==> config.mk <==
export PLATFORM = sky130hd
export DESIGN_NAME = fusion_sequencer_top
export DESIGN_NICKNAME = d
export VERILOG_FILES = /design/src/logic/fusion_pkg.sv /design/src/logic/fusion_sequencer_top.sv /design/src/logic/output_accumulator.sv /design/src/logic/brick_array.sv /design/src/logic/brick_config.sv /design/src/logic/set_controller.sv
export SDC_FILE = /design/constraint.sdc
export NUM_CORES = 1
export LEC_CHECK = 0
export BUFFER_PORTS_ARGS = -buffer_cell sky130_fd_sc_hd__buf_4
export CORE_ASPECT_RATIO = 1.5
export CORE_MARGIN = 2
export CORE_UTILIZATION = 30
export CTS_CLUSTER_SIZE = 12
export DETAILED_ROUTE_END_ITERATION = 8
export GPL_TIMING_DRIVEN = 0
export MAX_ROUTING_LAYER = met4
export PLACE_DENSITY = 0.46
export REMOVE_ABC_BUFFERS = 1
export SYNTH_ARGS = -nofsm -noshare
export SYNTH_HDL_FRONTEND = slang
export SYNTH_SLANG_ARGS = --single-unit
==> constraint.sdc <==
create_clock -name clock -period 8.4 [get_ports clock]
set_input_delay 1.68 -clock clock [delete_from_list [all_inputs] [get_ports clock]]
set_output_delay 1.68 -clock clock [all_outputs]
set_load 0.05 [all_outputs]
==> src/logic/fusion_pkg.sv <==
`default_nettype none

package fusion_pkg;

    localparam int WORD_W     = 16;
    localparam int ADDR_W     = 12;
    localparam int NUM_BRICKS = 8;
    localparam int BRICK_W    = 5;
    localparam int PROD_W     = 16;

    // Output count in header word 0 that ends the program
    localparam logic [7:0] END_MARK = 8'hFF;

    typedef logic [WORD_W-1:0] word_t;
    typedef logic [ADDR_W-1:0] addr_t;

    // One-hot precision code from header word 1, bits 3:0
    typedef enum logic [3:0] {
        PREC_2 = 4'b0010,
        PREC_4 = 4'b0100,
        PREC_8 = 4'b1000
    } precision_e;

    // Per-brick control
    // The slice is a nibble index, or a 2-bit lane index inside the brick's byte in 2-bit mode
    typedef struct packed {
        logic       enable;
        logic [1:0] in_slice;
        logic       in_signed;
        logic       w_signed;
        logic [1:0] w_slice;
        logic [3:0] shift;
    } brick_ctrl_t;

    typedef struct packed {
        precision_e                        precision;
        brick_ctrl_t [NUM_BRICKS-1:0]      bricks;
    } brick_ctrl_array_t;

    // Travels with each data word down the pipeline
    typedef struct packed {
        logic valid;
        logic last;
    } word_tag_t;

    typedef logic signed [PROD_W-1:0] product_t;
    typedef product_t [NUM_BRICKS-1:0] product_array_t;

endpackage

`default_nettype wire
==> src/logic/fusion_sequencer_top.sv <==
`timescale 1ns/1ns
`default_nettype none

module fusion_sequencer_top
    import fusion_pkg::*;
(
    input  logic  clock,
    input  logic  reset,
    input  logic  go_i,
    input  word_t input_word_i,
    input  word_t weight_word_i,
    output addr_t input_addr_o,
    output addr_t weight_addr_o,
    output addr_t out_addr_o,
    output word_t out_data_o,
    output logic  out_write_o,
    output logic  finish_o
);

    addr_t             read_addr;
    logic              cfg_load;
    logic              run_start;
    word_tag_t         word_tag;
    word_tag_t         prod_tag;
    brick_ctrl_array_t brick_ctrl;
    product_array_t    products;

    // Both SRAMs are read in lockstep
    assign input_addr_o  = read_addr;
    assign weight_addr_o = read_addr;

    set_controller set_controller_inst (
        .clock        (clock),
        .reset        (reset),
        .go_i         (go_i),
        .input_word_i (input_word_i),
        .read_addr_o  (read_addr),
        .cfg_load_o   (cfg_load),
        .word_tag_o   (word_tag),
        .run_start_o  (run_start),
        .finish_o     (finish_o)
    );

    brick_config brick_config_inst (
        .clock        (clock),
        .reset        (reset),
        .cfg_load_i   (cfg_load),
        .input_word_i (input_word_i),
        .brick_ctrl_o (brick_ctrl)
    );

    brick_array brick_array_inst (
        .clock         (clock),
        .reset         (reset),
        .brick_ctrl_i  (brick_ctrl),
        .input_word_i  (input_word_i),
        .weight_word_i (weight_word_i),
        .tag_i         (word_tag),
        .products_o    (products),
        .tag_o         (prod_tag)
    );

    output_accumulator output_accumulator_inst (
        .clock       (clock),
        .reset       (reset),
        .run_start_i (run_start),
        .products_i  (products),
        .tag_i       (prod_tag),
        .out_addr_o  (out_addr_o),
        .out_data_o  (out_data_o),
        .out_write_o (out_write_o)
    );

endmodule

`default_nettype wire

==> src/logic/output_accumulator.sv <==
`timescale 1ns/1ns
`default_nettype none

module output_accumulator
    import fusion_pkg::*;
(
    input  logic           clock,
    input  logic           reset,
    input  logic           run_start_i,
    input  product_array_t products_i,
    input  word_tag_t      tag_i,
    output addr_t          out_addr_o,
    output word_t          out_data_o,
    output logic           out_write_o
);

    word_t lane_sum;
    word_t acc_q;
    word_t data_q;
    addr_t addr_q;
    logic  write_q;

    // Sum wraps modulo 2^16
    always_comb
    begin
        lane_sum = '0;
        for (int i = 0; i < NUM_BRICKS; i++)
            lane_sum = lane_sum + word_t'(products_i[i]);
    end

    always_ff @(posedge clock)
    begin
        if (reset)
        begin
            acc_q   <= '0;
            addr_q  <= '0;
            write_q <= 1'b0;
        end
        else
        begin
            write_q <= tag_i.valid && tag_i.last;
            if (run_start_i)
                acc_q <= '0;
            else if (tag_i.valid && tag_i.last)
                acc_q <= '0;
            else if (tag_i.valid)
                acc_q <= acc_q + lane_sum;
            // Address moves on once the current write is done
            if (run_start_i)
                addr_q <= '0;
            else if (write_q)
                addr_q <= addr_q + 1'b1;
        end
    end

    always_ff @(posedge clock)
    begin
        if (tag_i.valid && tag_i.last)
            data_q <= acc_q + lane_sum;
    end

    assign out_addr_o  = addr_q;
    assign out_data_o  = data_q;
    assign out_write_o = write_q;

    // A last tag only ever comes with a valid word
    a_last_is_valid: assert property (@(posedge clock) disable iff (reset)
        tag_i.last |-> tag_i.valid);

endmodule

`default_nettype wire

==> src/logic/brick_array.sv <==
`timescale 1ns/1ns
`default_nettype none

module brick_array
    import fusion_pkg::*;
(
    input  logic              clock,
    input  logic              reset,
    input  brick_ctrl_array_t brick_ctrl_i,
    input  word_t             input_word_i,
    input  word_t             weight_word_i,
    input  word_tag_t         tag_i,
    output product_array_t    products_o,
    output word_tag_t         tag_o
);

    product_array_t prod_q;
    product_array_t shift_q;
    word_tag_t      tag1_q;
    word_tag_t      tag2_q;

    // Picks a 2-bit lane or a 4-bit nibble and extends it to brick width
    function automatic logic signed [BRICK_W-1:0] slice_operand(
        input word_t      word,
        input precision_e prec,
        input logic       byte_sel,
        input logic [1:0] slice,
        input logic       sign_ext
    );
        logic [3:0] nibble;
        logic [1:0] lane;
        nibble = word[{slice, 2'b00} +: 4];
        lane   = word[{byte_sel, slice, 1'b0} +: 2];
        if (prec == PREC_2)
            return {{(BRICK_W-2){sign_ext & lane[1]}}, lane};
        else
            return {sign_ext & nibble[3], nibble};
    endfunction

    for (genvar i = 0; i < NUM_BRICKS; i++)
    begin : g_brick
        localparam bit BYTE_SEL = (i >= NUM_BRICKS / 2);

        brick_ctrl_t                 ctrl;
        logic signed [BRICK_W-1:0]   in_op;
        logic signed [BRICK_W-1:0]   w_op;
        logic signed [2*BRICK_W-1:0] mult;

        assign ctrl  = brick_ctrl_i.bricks[i];
        assign in_op = slice_operand(input_word_i, brick_ctrl_i.precision, BYTE_SEL,
                                     ctrl.in_slice, ctrl.in_signed);
        assign w_op  = slice_operand(weight_word_i, brick_ctrl_i.precision, BYTE_SEL,
                                     ctrl.w_slice, ctrl.w_signed);
        assign mult  = in_op * w_op;

        always_ff @(posedge clock)
        begin
            // Products stage
            if (ctrl.enable)
                prod_q[i] <= {{(PROD_W-2*BRICK_W){mult[2*BRICK_W-1]}}, mult};
            else
                prod_q[i] <= '0;
            // Shift stage places fused 8-bit partials at 0, 4 or 8
            shift_q[i] <= prod_q[i] << ctrl.shift;
        end
    end

    always_ff @(posedge clock)
    begin
        if (reset)
        begin
            tag1_q <= '0;
            tag2_q <= '0;
        end
        else
        begin
            tag1_q <= tag_i;
            tag2_q <= tag1_q;
        end
    end

    assign products_o = shift_q;
    assign tag_o      = tag2_q;

endmodule

`default_nettype wire

==> src/logic/brick_config.sv <==
`timescale 1ns/1ns
`default_nettype none

module brick_config
    import fusion_pkg::*;
(
    input  logic              clock,
    input  logic              reset,
    input  logic              cfg_load_i,
    input  word_t             input_word_i,
    output brick_ctrl_array_t brick_ctrl_o
);

    precision_e prec_q;
    logic [1:0] pair;

    always_ff @(posedge clock)
    begin
        if (reset)
            prec_q <= PREC_2;
        else if (cfg_load_i)
            prec_q <= precision_e'(input_word_i[3:0]);
    end

    always_comb
    begin
        brick_ctrl_o.precision = prec_q;
        pair = 2'b00;
        for (int i = 0; i < NUM_BRICKS; i++)
        begin
            brick_ctrl_o.bricks[i] = '0;
            pair = i[1:0];
            case (prec_q)
                PREC_2:
                begin
                    // Lane index within the brick's byte
                    brick_ctrl_o.bricks[i].enable    = 1'b1;
                    brick_ctrl_o.bricks[i].in_slice  = pair;
                    brick_ctrl_o.bricks[i].w_slice   = pair;
                    brick_ctrl_o.bricks[i].in_signed = 1'b1;
                    brick_ctrl_o.bricks[i].w_signed  = 1'b1;
                end
                PREC_4:
                begin
                    brick_ctrl_o.bricks[i].enable    = (i < NUM_BRICKS / 2);
                    brick_ctrl_o.bricks[i].in_slice  = pair;
                    brick_ctrl_o.bricks[i].w_slice   = pair;
                    brick_ctrl_o.bricks[i].in_signed = 1'b1;
                    brick_ctrl_o.bricks[i].w_signed  = 1'b1;
                end
                PREC_8:
                begin
                    // Pair bit 1 picks the input high nibble, bit 0 the weight high nibble
                    brick_ctrl_o.bricks[i].enable    = 1'b1;
                    brick_ctrl_o.bricks[i].in_slice  = {i[2], pair[1]};
                    brick_ctrl_o.bricks[i].w_slice   = {i[2], pair[0]};
                    brick_ctrl_o.bricks[i].in_signed = pair[1];
                    brick_ctrl_o.bricks[i].w_signed  = pair[0];
                    brick_ctrl_o.bricks[i].shift     = {pair[1] & pair[0], pair[1] ^ pair[0], 2'b00};
                end
                default:
                begin
                    brick_ctrl_o.bricks[i].enable = 1'b0;
                end
            endcase
        end
    end

    a_prec_legal: assert property (@(posedge clock) disable iff (reset)
        cfg_load_i |=> prec_q inside {PREC_2, PREC_4, PREC_8});

endmodule

`default_nettype wire

==> src/logic/set_controller.sv <==
`timescale 1ns/1ns
`default_nettype none

module set_controller
    import fusion_pkg::*;
(
    input  logic      clock,
    input  logic      reset,
    input  logic      go_i,
    input  word_t     input_word_i,
    output addr_t     read_addr_o,
    output logic      cfg_load_o,
    output word_tag_t word_tag_o,
    output logic      run_start_o,
    output logic      finish_o
);

    // State names the address issued in the current cycle
    typedef enum logic [2:0] {
        ST_IDLE,
        ST_HDR0,
        ST_HDR1,
        ST_DATA,
        ST_DONE
    } state_e;

    state_e     state_q;
    addr_t      addr_q;
    logic [7:0] m_q;
    logic [3:0] k_q;
    logic [3:0] word_cnt_q;
    logic [7:0] out_cnt_q;
    logic       hdr1_here_q;
    word_tag_t  tag_q;
    logic [3:0] k_cur;
    logic       last_word;
    logic       last_output;

    // Header 1 is on the bus while the first data address goes out,
    // so K for that first word comes straight from the SRAM
    assign k_cur       = hdr1_here_q ? input_word_i[11:8] : k_q;
    assign last_word   = (word_cnt_q == k_cur - 4'd1);
    assign last_output = (out_cnt_q == m_q - 8'd1);

    assign cfg_load_o  = hdr1_here_q;
    assign run_start_o = (state_q == ST_IDLE) && go_i;
    assign finish_o    = (state_q == ST_DONE);
    assign read_addr_o = addr_q;
    assign word_tag_o  = tag_q;

    always_ff @(posedge clock)
    begin
        if (reset)
        begin
            state_q     <= ST_IDLE;
            addr_q      <= '0;
            m_q         <= '0;
            k_q         <= '0;
            word_cnt_q  <= '0;
            out_cnt_q   <= '0;
            hdr1_here_q <= 1'b0;
            tag_q       <= '0;
        end
        else if (!go_i)
        begin
            state_q     <= ST_IDLE;
            addr_q      <= '0;
            word_cnt_q  <= '0;
            out_cnt_q   <= '0;
            hdr1_here_q <= 1'b0;
            tag_q       <= '0;
        end
        else
        begin
            hdr1_here_q <= 1'b0;
            tag_q.valid <= (state_q == ST_DATA);
            tag_q.last  <= (state_q == ST_DATA) && last_word;
            if (hdr1_here_q)
            begin
                k_q <= input_word_i[11:8];
            end
            case (state_q)
                ST_IDLE:
                begin
                    state_q <= ST_HDR0;
                end
                ST_HDR0:
                begin
                    addr_q  <= addr_q + 1'b1;
                    state_q <= ST_HDR1;
                end
                ST_HDR1:
                begin
                    // Header 0 is present now
                    addr_q <= addr_q + 1'b1;
                    m_q    <= input_word_i[7:0];
                    if (input_word_i[7:0] == END_MARK)
                        state_q <= ST_DONE;
                    else if (input_word_i[7:0] == 8'd0)
                        state_q <= ST_HDR0;
                    else
                    begin
                        state_q     <= ST_DATA;
                        hdr1_here_q <= 1'b1;
                    end
                end
                ST_DATA:
                begin
                    addr_q <= addr_q + 1'b1;
                    if (last_word)
                    begin
                        word_cnt_q <= '0;
                        if (last_output)
                        begin
                            out_cnt_q <= '0;
                            state_q   <= ST_HDR0;
                        end
                        else
                            out_cnt_q <= out_cnt_q + 8'd1;
                    end
                    else
                        word_cnt_q <= word_cnt_q + 4'd1;
                end
                default:
                begin
                    // Done holds until go drops
                    state_q <= ST_DONE;
                end
            endcase
        end
    end

    a_k_nonzero: assert property (@(posedge clock) disable iff (reset)
        cfg_load_o |-> input_word_i[11:8] != 4'd0);

endmodule

`default_nettype wire

After elaboration in Yosys (flattened, before gate mapping)
Index checks and enable logic that the tools add are counted.
{"block": "word_totals", "ff_bits": 291, "inputBits": 35, "out_inout_bits": 54}
{"block": "classes", "bitwise": 34, "addsub": 14, "eq_ne": 12, "shifts": 38, "reduce_logical": 16, "multipliers": 8, "n_mux": 37}
{"cell": "$shiftx A16 B5 Y4", "n": 14}
{"cell": "$add A16 B16 Y16", "n": 8}
{"cell": "$shiftx A16 B5 Y2", "n": 8}
{"cell": "$shiftx A16 B4 Y2", "n": 6}
{"cell": "$mul A5 B5 Y10", "n": 8}
{"cell": "$mux W5", "n": 16}
{"cell": "$shl A16 B3 Y16", "n": 4}
{"cell": "$pmux W6 S2", "n": 5}
{"cell": "$and A1 B1 Y1", "n": 32}
{"cell": "$shl A16 B4 Y16", "n": 2}
{"cell": "$add A12 B1 Y12 const B", "n": 2}
{"cell": "$mux W4", "n": 4}
{"cell": "$shiftx A16 B1 Y2 const B", "n": 1}
{"cell": "$shiftx A16 B1 Y4 const B", "n": 1}
{"cell": "$shiftx A16 B3 Y2", "n": 1}
{"cell": "$shiftx A16 B4 Y4", "n": 1}
{"cell": "$mux W3", "n": 4}
{"cell": "$pmux W3 S4", "n": 1}
{"cell": "$pmux W5 S2", "n": 1}
{"cell": "$reduce_or A3 Y1", "n": 3}
{"cell": "$add A8 B1 Y8 const B", "n": 1}
{"cell": "$eq A8 B8 Y1", "n": 1}
{"cell": "$eq A8 B8 Y1 const B", "n": 1}
{"cell": "$logic_not A8 Y1", "n": 1}
{"cell": "21 further kinds", "n": 33}

Logic depth before layout (Yosys ltp)
{"block": "depth", "word_depth": 8, "ltp_mapped": 26}

By module
From an unflattened synthesis, not the netlist that was laid out.
{"block": "unflattened", "cells_unflattened": 2937, "area_unflattened_um2": 27730.3}
{"module": "brick_array", "cells_each": 2088, "area_each_um2": 19696.4, "seq_area_each_um2": 4244.1, "instances": 1}
{"module": "output_accumulator", "cells_each": 467, "area_each_um2": 4869.7, "seq_area_each_um2": 1061.0, "instances": 1}
{"module": "set_controller", "cells_each": 261, "area_each_um2": 2224.6, "seq_area_each_um2": 840.8, "instances": 1}
{"module": "brick_config", "cells_each": 109, "area_each_um2": 849.6, "seq_area_each_um2": 80.1, "instances": 1}
{"module": "fusion_sequencer_top", "cells_each": 12, "area_each_um2": 90.1, "seq_area_each_um2": 0.0, "instances": 1}

Worst setup path before layout
Ideal clock, no wire load.
{"block": "synth_timing", "path_kind": "input-to-reg", "startpoint": "in weight_word_i[11]", "endpoint": "reg brick_array_inst.prod_q[88] in the netlist's numbering", "slack_ns": 2.704, "stages": 16, "t_required_ns": 8.272, "arrival_time_ns": 5.569, "path_cell_list": "clkbuf_1 > o221ai_2 > or2_0 > clkbuf_1 > or2_2 > fa_1 > fa_1 > fa_1 > inv_1 > ha_1 > a21o_1 > a21o_1 > a21o_1 > a21oi_1 > xor2_1 > nor2_1"}
{"block": "synth_via", "elab_chain_len": 4, "elab_cells_between_ends": 6}
{"item": "from (decl)", "line_no": "fusion_sequencer_top.sv:11", "source": "input word_t weight_word_i,"}
{"item": "$shiftx A16 B5 Y2 or $shiftx A16 B5 Y4 (tied branches)", "line_no": "brick_array.sv:33, brick_array.sv:32"}
{"item": "$and A1 B1 Y1 (on tied branches)", "line_no": "brick_array.sv:35, brick_array.sv:37"}
{"item": "$mux W5 (*)", "line_no": "brick_array.sv:34", "source": "if (prec == PREC_2)"}
{"item": "$mul A5 B5 Y10 (*)", "line_no": "brick_array.sv:54", "source": "assign mult = in_op * w_op;"}
{"item": "to (signal, indexed assignment)", "line_no": "brick_array.sv:60", "source": "prod_q[i] <= {{(PROD_W-2*BRICK_W){mult[2*BRICK_W-1]}}, mult};"}
{"item": "to (decl)", "line_no": "brick_array.sv:17", "source": "product_array_t prod_q;"}
Every way passes the cells marked *; elsewhere a longest branch is shown, timed or not.
A chain may end at the register's enable or synchronous reset.

Worst setup path after layout
{"block": "layout_timing", "startpoint": "reg brick_config_inst.prec_q[2]", "endpoint": "reg brick_array_inst.prod_q[104] in the netlist's numbering"}
{"block": "layout_via", "elab_chain_len": 7, "elab_cells_between_ends": 18}
{"item": "from (decl)", "line_no": "brick_config.sv:14", "source": "precision_e prec_q;"}
{"item": "from (signal assigned)", "line_no": "brick_config.sv:22", "source": "prec_q <= precision_e'(input_word_i[3:0]);"}
{"item": "$eq A4 B3 Y1 or $eq A4 B2 Y1 (tied branches)", "line_no": "brick_config.sv:33, brick_array.sv:34"}
{"item": "$reduce_or A2 Y1 (no line)"}
{"item": "$pmux W6 S2", "line_no": "brick_config.sv:33", "source": "case (prec_q)"}
{"item": "$shiftx A16 B5 Y2 or $shiftx A16 B5 Y4 (tied branches)", "line_no": "brick_array.sv:33, brick_array.sv:32"}
{"item": "$and A1 B1 Y1 (on tied branches)", "line_no": "brick_array.sv:35, brick_array.sv:37"}
{"item": "$mux W5", "line_no": "brick_array.sv:34"}
{"item": "$mul A5 B5 Y10", "line_no": "brick_array.sv:54"}
Several ways; a longest one is shown, not always the timed one.

==> results.rst <==
.. list-table::
   :header-rows: 1

   * - Metric
     - Value
   * - Count of buffers from port buffering
     - 88
   * - Total wirelength of the detailed-routed design
     - 53400 um
   * - Final clock period utilization by the worst path
     - 0.811
   * - Clock latency reported for the late side of the worst-skew pair
     - 580 ps
   * - Mean instance size in the synthesized netlist
     - 9.41 sq um
   * - Biggest fanout along the worst timing path
     - 38
   * - Share of flip-flops with an asynchronous set or reset
     - 0
   * - Dominant cell by count in the synthesized netlist
     - inv_1
   * - Hold violation total from the final report
     - 0
   * - Total vias in the final route
     - 14068
   * - Max stage delay on crit path
     - 1090 ps
   * - Floorplan row count
     - 117
   * - CTS tree
     - built
   * - Worst-margin pin slew
     - 1340 ps
   * - Average wire length per cell after detail routing
     - 17.1 um
   * - Max stage delay cell, worst path
     - or2_1
   * - Count of hold buffers inserted by post-cts repair
     - 0
   * - Via density
     - 4.51
   * - Achievable clock frequency
     - 147 MHz
   * - Required time of the critical path
     - 8840 ps
   * - Net total in the final layout
     - 2620
   * - Area enclosed by the die boundary
     - 70200 sq um
   * - Data arrival at the endpoint of the critical path
     - 7250 ps
   * - Maximum number of pins on one net before global-route repair
     - 48
   * - Clock transition at the register clock pins on the worst setup and hold paths after CTS
     - 60 ps
   * - Synth Warn #
     - 0
   * - Sequence of cells on the critical path
     - nand2b_1, or2_1, nand2_1, o221ai_1, or2_2, fa_1, fa_1, fa_1, inv_1, ha_1, a21o_1, a21o_1, a21o_1, a21oi_1, xor2_1, nor2_1
   * - Total core area
     - 67600 sq um
   * - Initial antenna violation count
     - 0
   * - Startpoint Class
     - flip-flop
   * - Post-DRT Antenna Nets
     - 0
   * - Max-slew headroom at the worst pin
     - 0.106
   * - WP buf/inv
     - 1
   * - Num ports
     - 89
   * - Clock buffer count from CTS
     - 31
   * - Maximum Capacitance Violations
     - 0
   * - Initial core utilization
     - 0.302
   * - Path category of the worst min-delay check
     - reg2reg
   * - Internal reg-to-reg setup slack
     - 1590 ps
   * - Placed Cells
     - 3065
   * - Time the final worst path needs with I/O delays and setup
     - 6810 ps
   * - Post-synthesis instance area
     - 20400 sq um
   * - Final non-filler cell area
     - 22800 sq um
   * - DRC violations left
     - 0
   * - Run status
     - completed
   * - Final core utilization
     - 0.338
   * - First DRT Iteration DRCs
     - 678
   * - Post-synthesis cell type with the largest combined area
     - dfxtp_1
   * - Number of storage elements in the synthesis netlist
     - 283
   * - Number of clock sinks seen by CTS
     - 283
   * - Post-DP HPWL
     - 44100 um
   * - Count of pins over their slew limit
     - 0
   * - Wire length of the first global-routing pass
     - 83500 um
   * - Commonest register cell after synthesis
     - dfxtp_1
   * - Top-area cell type share of the netlist area
     - 0.262
   * - WS Path Type
     - reg2reg
   * - RSZ-0062 raised after global routing
     - false
   * - Post-cts sizing count
     - 0
   * - Top post-synthesis cells by area
     - dfxtp_1 (26%), fa_1 (24%), ha_1 (8.5%)
   * - Total setup buffers inserted after CTS
     - 0
   * - Last weighted congestion value of the routability-driven placer
     - 0.892
   * - Cells after synthesis
     - 2168
   * - Synthesis-to-finish area growth
     - 11.9%
   * - Family of cells with the greatest summed delay on the critical path
     - simple AND/OR/NAND/NOR gates
   * - Die outline height
     - 323 um
   * - Layout cells sized above 1
     - 0.0814
   * - Root Buffer Master
     - clkbuf_16
   * - Post-Place Setup Slack
     - 1680 ps
   * - Buffers from clock root to sink, at most
     - 3
   * - Count of unique library cells instantiated by Yosys
     - 70
   * - Sequential fraction of the synthesis area
     - 0.285
   * - Post-placement cell area
     - 21900 sq um
   * - Most frequent cells after synthesis
     - inv_1 (272), dfxtp_1 (267), fa_1 (241)
   * - Global router's overall resource usage
     - 0.160
   * - Final setup skew
     - 14.6 ps
   * - Die width
     - 217 um
   * - Via count of the first global-routing pass
     - 14921
   * - Worst Slack Setup Final
     - 1590 ps
   * - Post-synth EDFFs
     - 16
   * - Finish-stage setup viols
     - 0
   * - GR Overflow Total
     - 0
   * - Maximum level of the CTS H-tree
     - 1
   * - Number of non-filler instances in the completed layout
     - 3116
   * - Element type at the critical path end
     - flip-flop
   * - Drt pass-1 iters
     - 7
-- layer usage --
| metal | GRT usage | wire, um |
|---|---|---|
| met5 | - | 0 |
| met4 | 0.0837 | 3120 |
| met3 | 0.0217 | 2140 |
| met2 | 0.290 | 27200 |
| met1 | 0.168 | 21000 |
-- flip-flops by register name, summed over array words and instances (netlist names), 8 cells and up --
signal,flops
set_controller_inst.out_cnt_q,8
output_accumulator_inst.acc_q,16
output_accumulator_inst.out_addr_o,12
brick_array_inst.prod_q,80
set_controller_inst.read_addr_o,12
set_controller_inst.m_q,8
brick_array_inst.products_o,108
output_accumulator_inst.out_data_o,16
-- area by class of cell --
| cell class | count | area [sq um] |
|---|---|---|
| Antenna cell | 1 | 2.50 |
| Timing Repair Buffer | 93 | 756 |
| Fill cell | 7058 | 44800 |
| Clock inverter | 8 | 78.8 |
| Inverter | 272 | 1020 |
| Sequential cell | 283 | 5830 |
| Tap cell | 892 | 1120 |
| Multi-Input combinational cell | 1525 | 13200 |
| Clock buffer | 42 | 880 |
-- layout by cell type (no fill, tap or decap), drive strengths merged, types with 16 or more instances in the layout --
| cell type | instances |
|---|---|
| buf | 93 |
| clkbuf | 42 |
| edfxtp | 16 |
| nor2 | 241 |
| a21oi | 50 |
| fa | 241 |
| o21ai | 42 |
| or2 | 31 |
| nand2 | 220 |
| dfxtp | 267 |
| mux2i | 42 |
| inv | 277 |
| nand3 | 24 |
| nor3 | 27 |
| xnor2 | 94 |
| ha | 138 |
| xor2 | 45 |
| nand2b | 25 |
| a21o | 40 |
| nor2b | 77 |
| and2 | 52 |
-- through the flow --
| step | setup TNS [ps] | hold WS (ps) |
|---|---|---|
| 3_5_place_dp | 0 | 313 |
| 3_3_place_gp | -71200 | 315 |
| 5_1_grt | 0 | 328 |
| 4_1_cts | 0 | 325 |
| 6_report | 0 | 323 |
| 2_1_floorplan | 0 | 310 |
-- worst register-to-register path, stage by stage, from the launching register on --
cell and delay [ps]:
dfxtp_1 620, nand2b_1 610, or2_1 1090, nand2_1 510
o221ai_1 770, or2_2 240, fa_1 430, fa_1 510
fa_1 600, inv_1 60, ha_1 290, a21o_1 160
a21o_1 190, a21o_1 180, a21oi_1 160, xor2_1 200
nor2_1 50
-- cells by family after synthesis --
logic type | count (synthesis) | synth area share
multiplexers | 42 | 0.0208
AND/OR/NAND/NOR | 746 | 0.172
XOR/XNOR | 139 | 0.0597
flip-flops | 283 | 0.285
adder cells (fa/ha/maj) | 379 | 0.321
buffers and inverters | 360 | 0.0706
AO/OA/AOI/OAI | 219 | 0.0709
-- path summary, 6_finish.rpt --
check | from | end | cells after the start
max reg2reg | brick_config_inst.prec_q[2] | brick_array_inst.prod_q[104] | 16
min reg2reg | brick_array_inst.prod_q[71] | brick_array_inst.products_o[71] | 0
max | brick_config_inst.prec_q[2] | brick_array_inst.prod_q[104] | 16
min | brick_array_inst.prod_q[71] | brick_array_inst.products_o[71] | 0
Power is left out: the tool's default activity adds up to more than one toggle a clock period on the data nets, which glitch-free logic cannot reach.
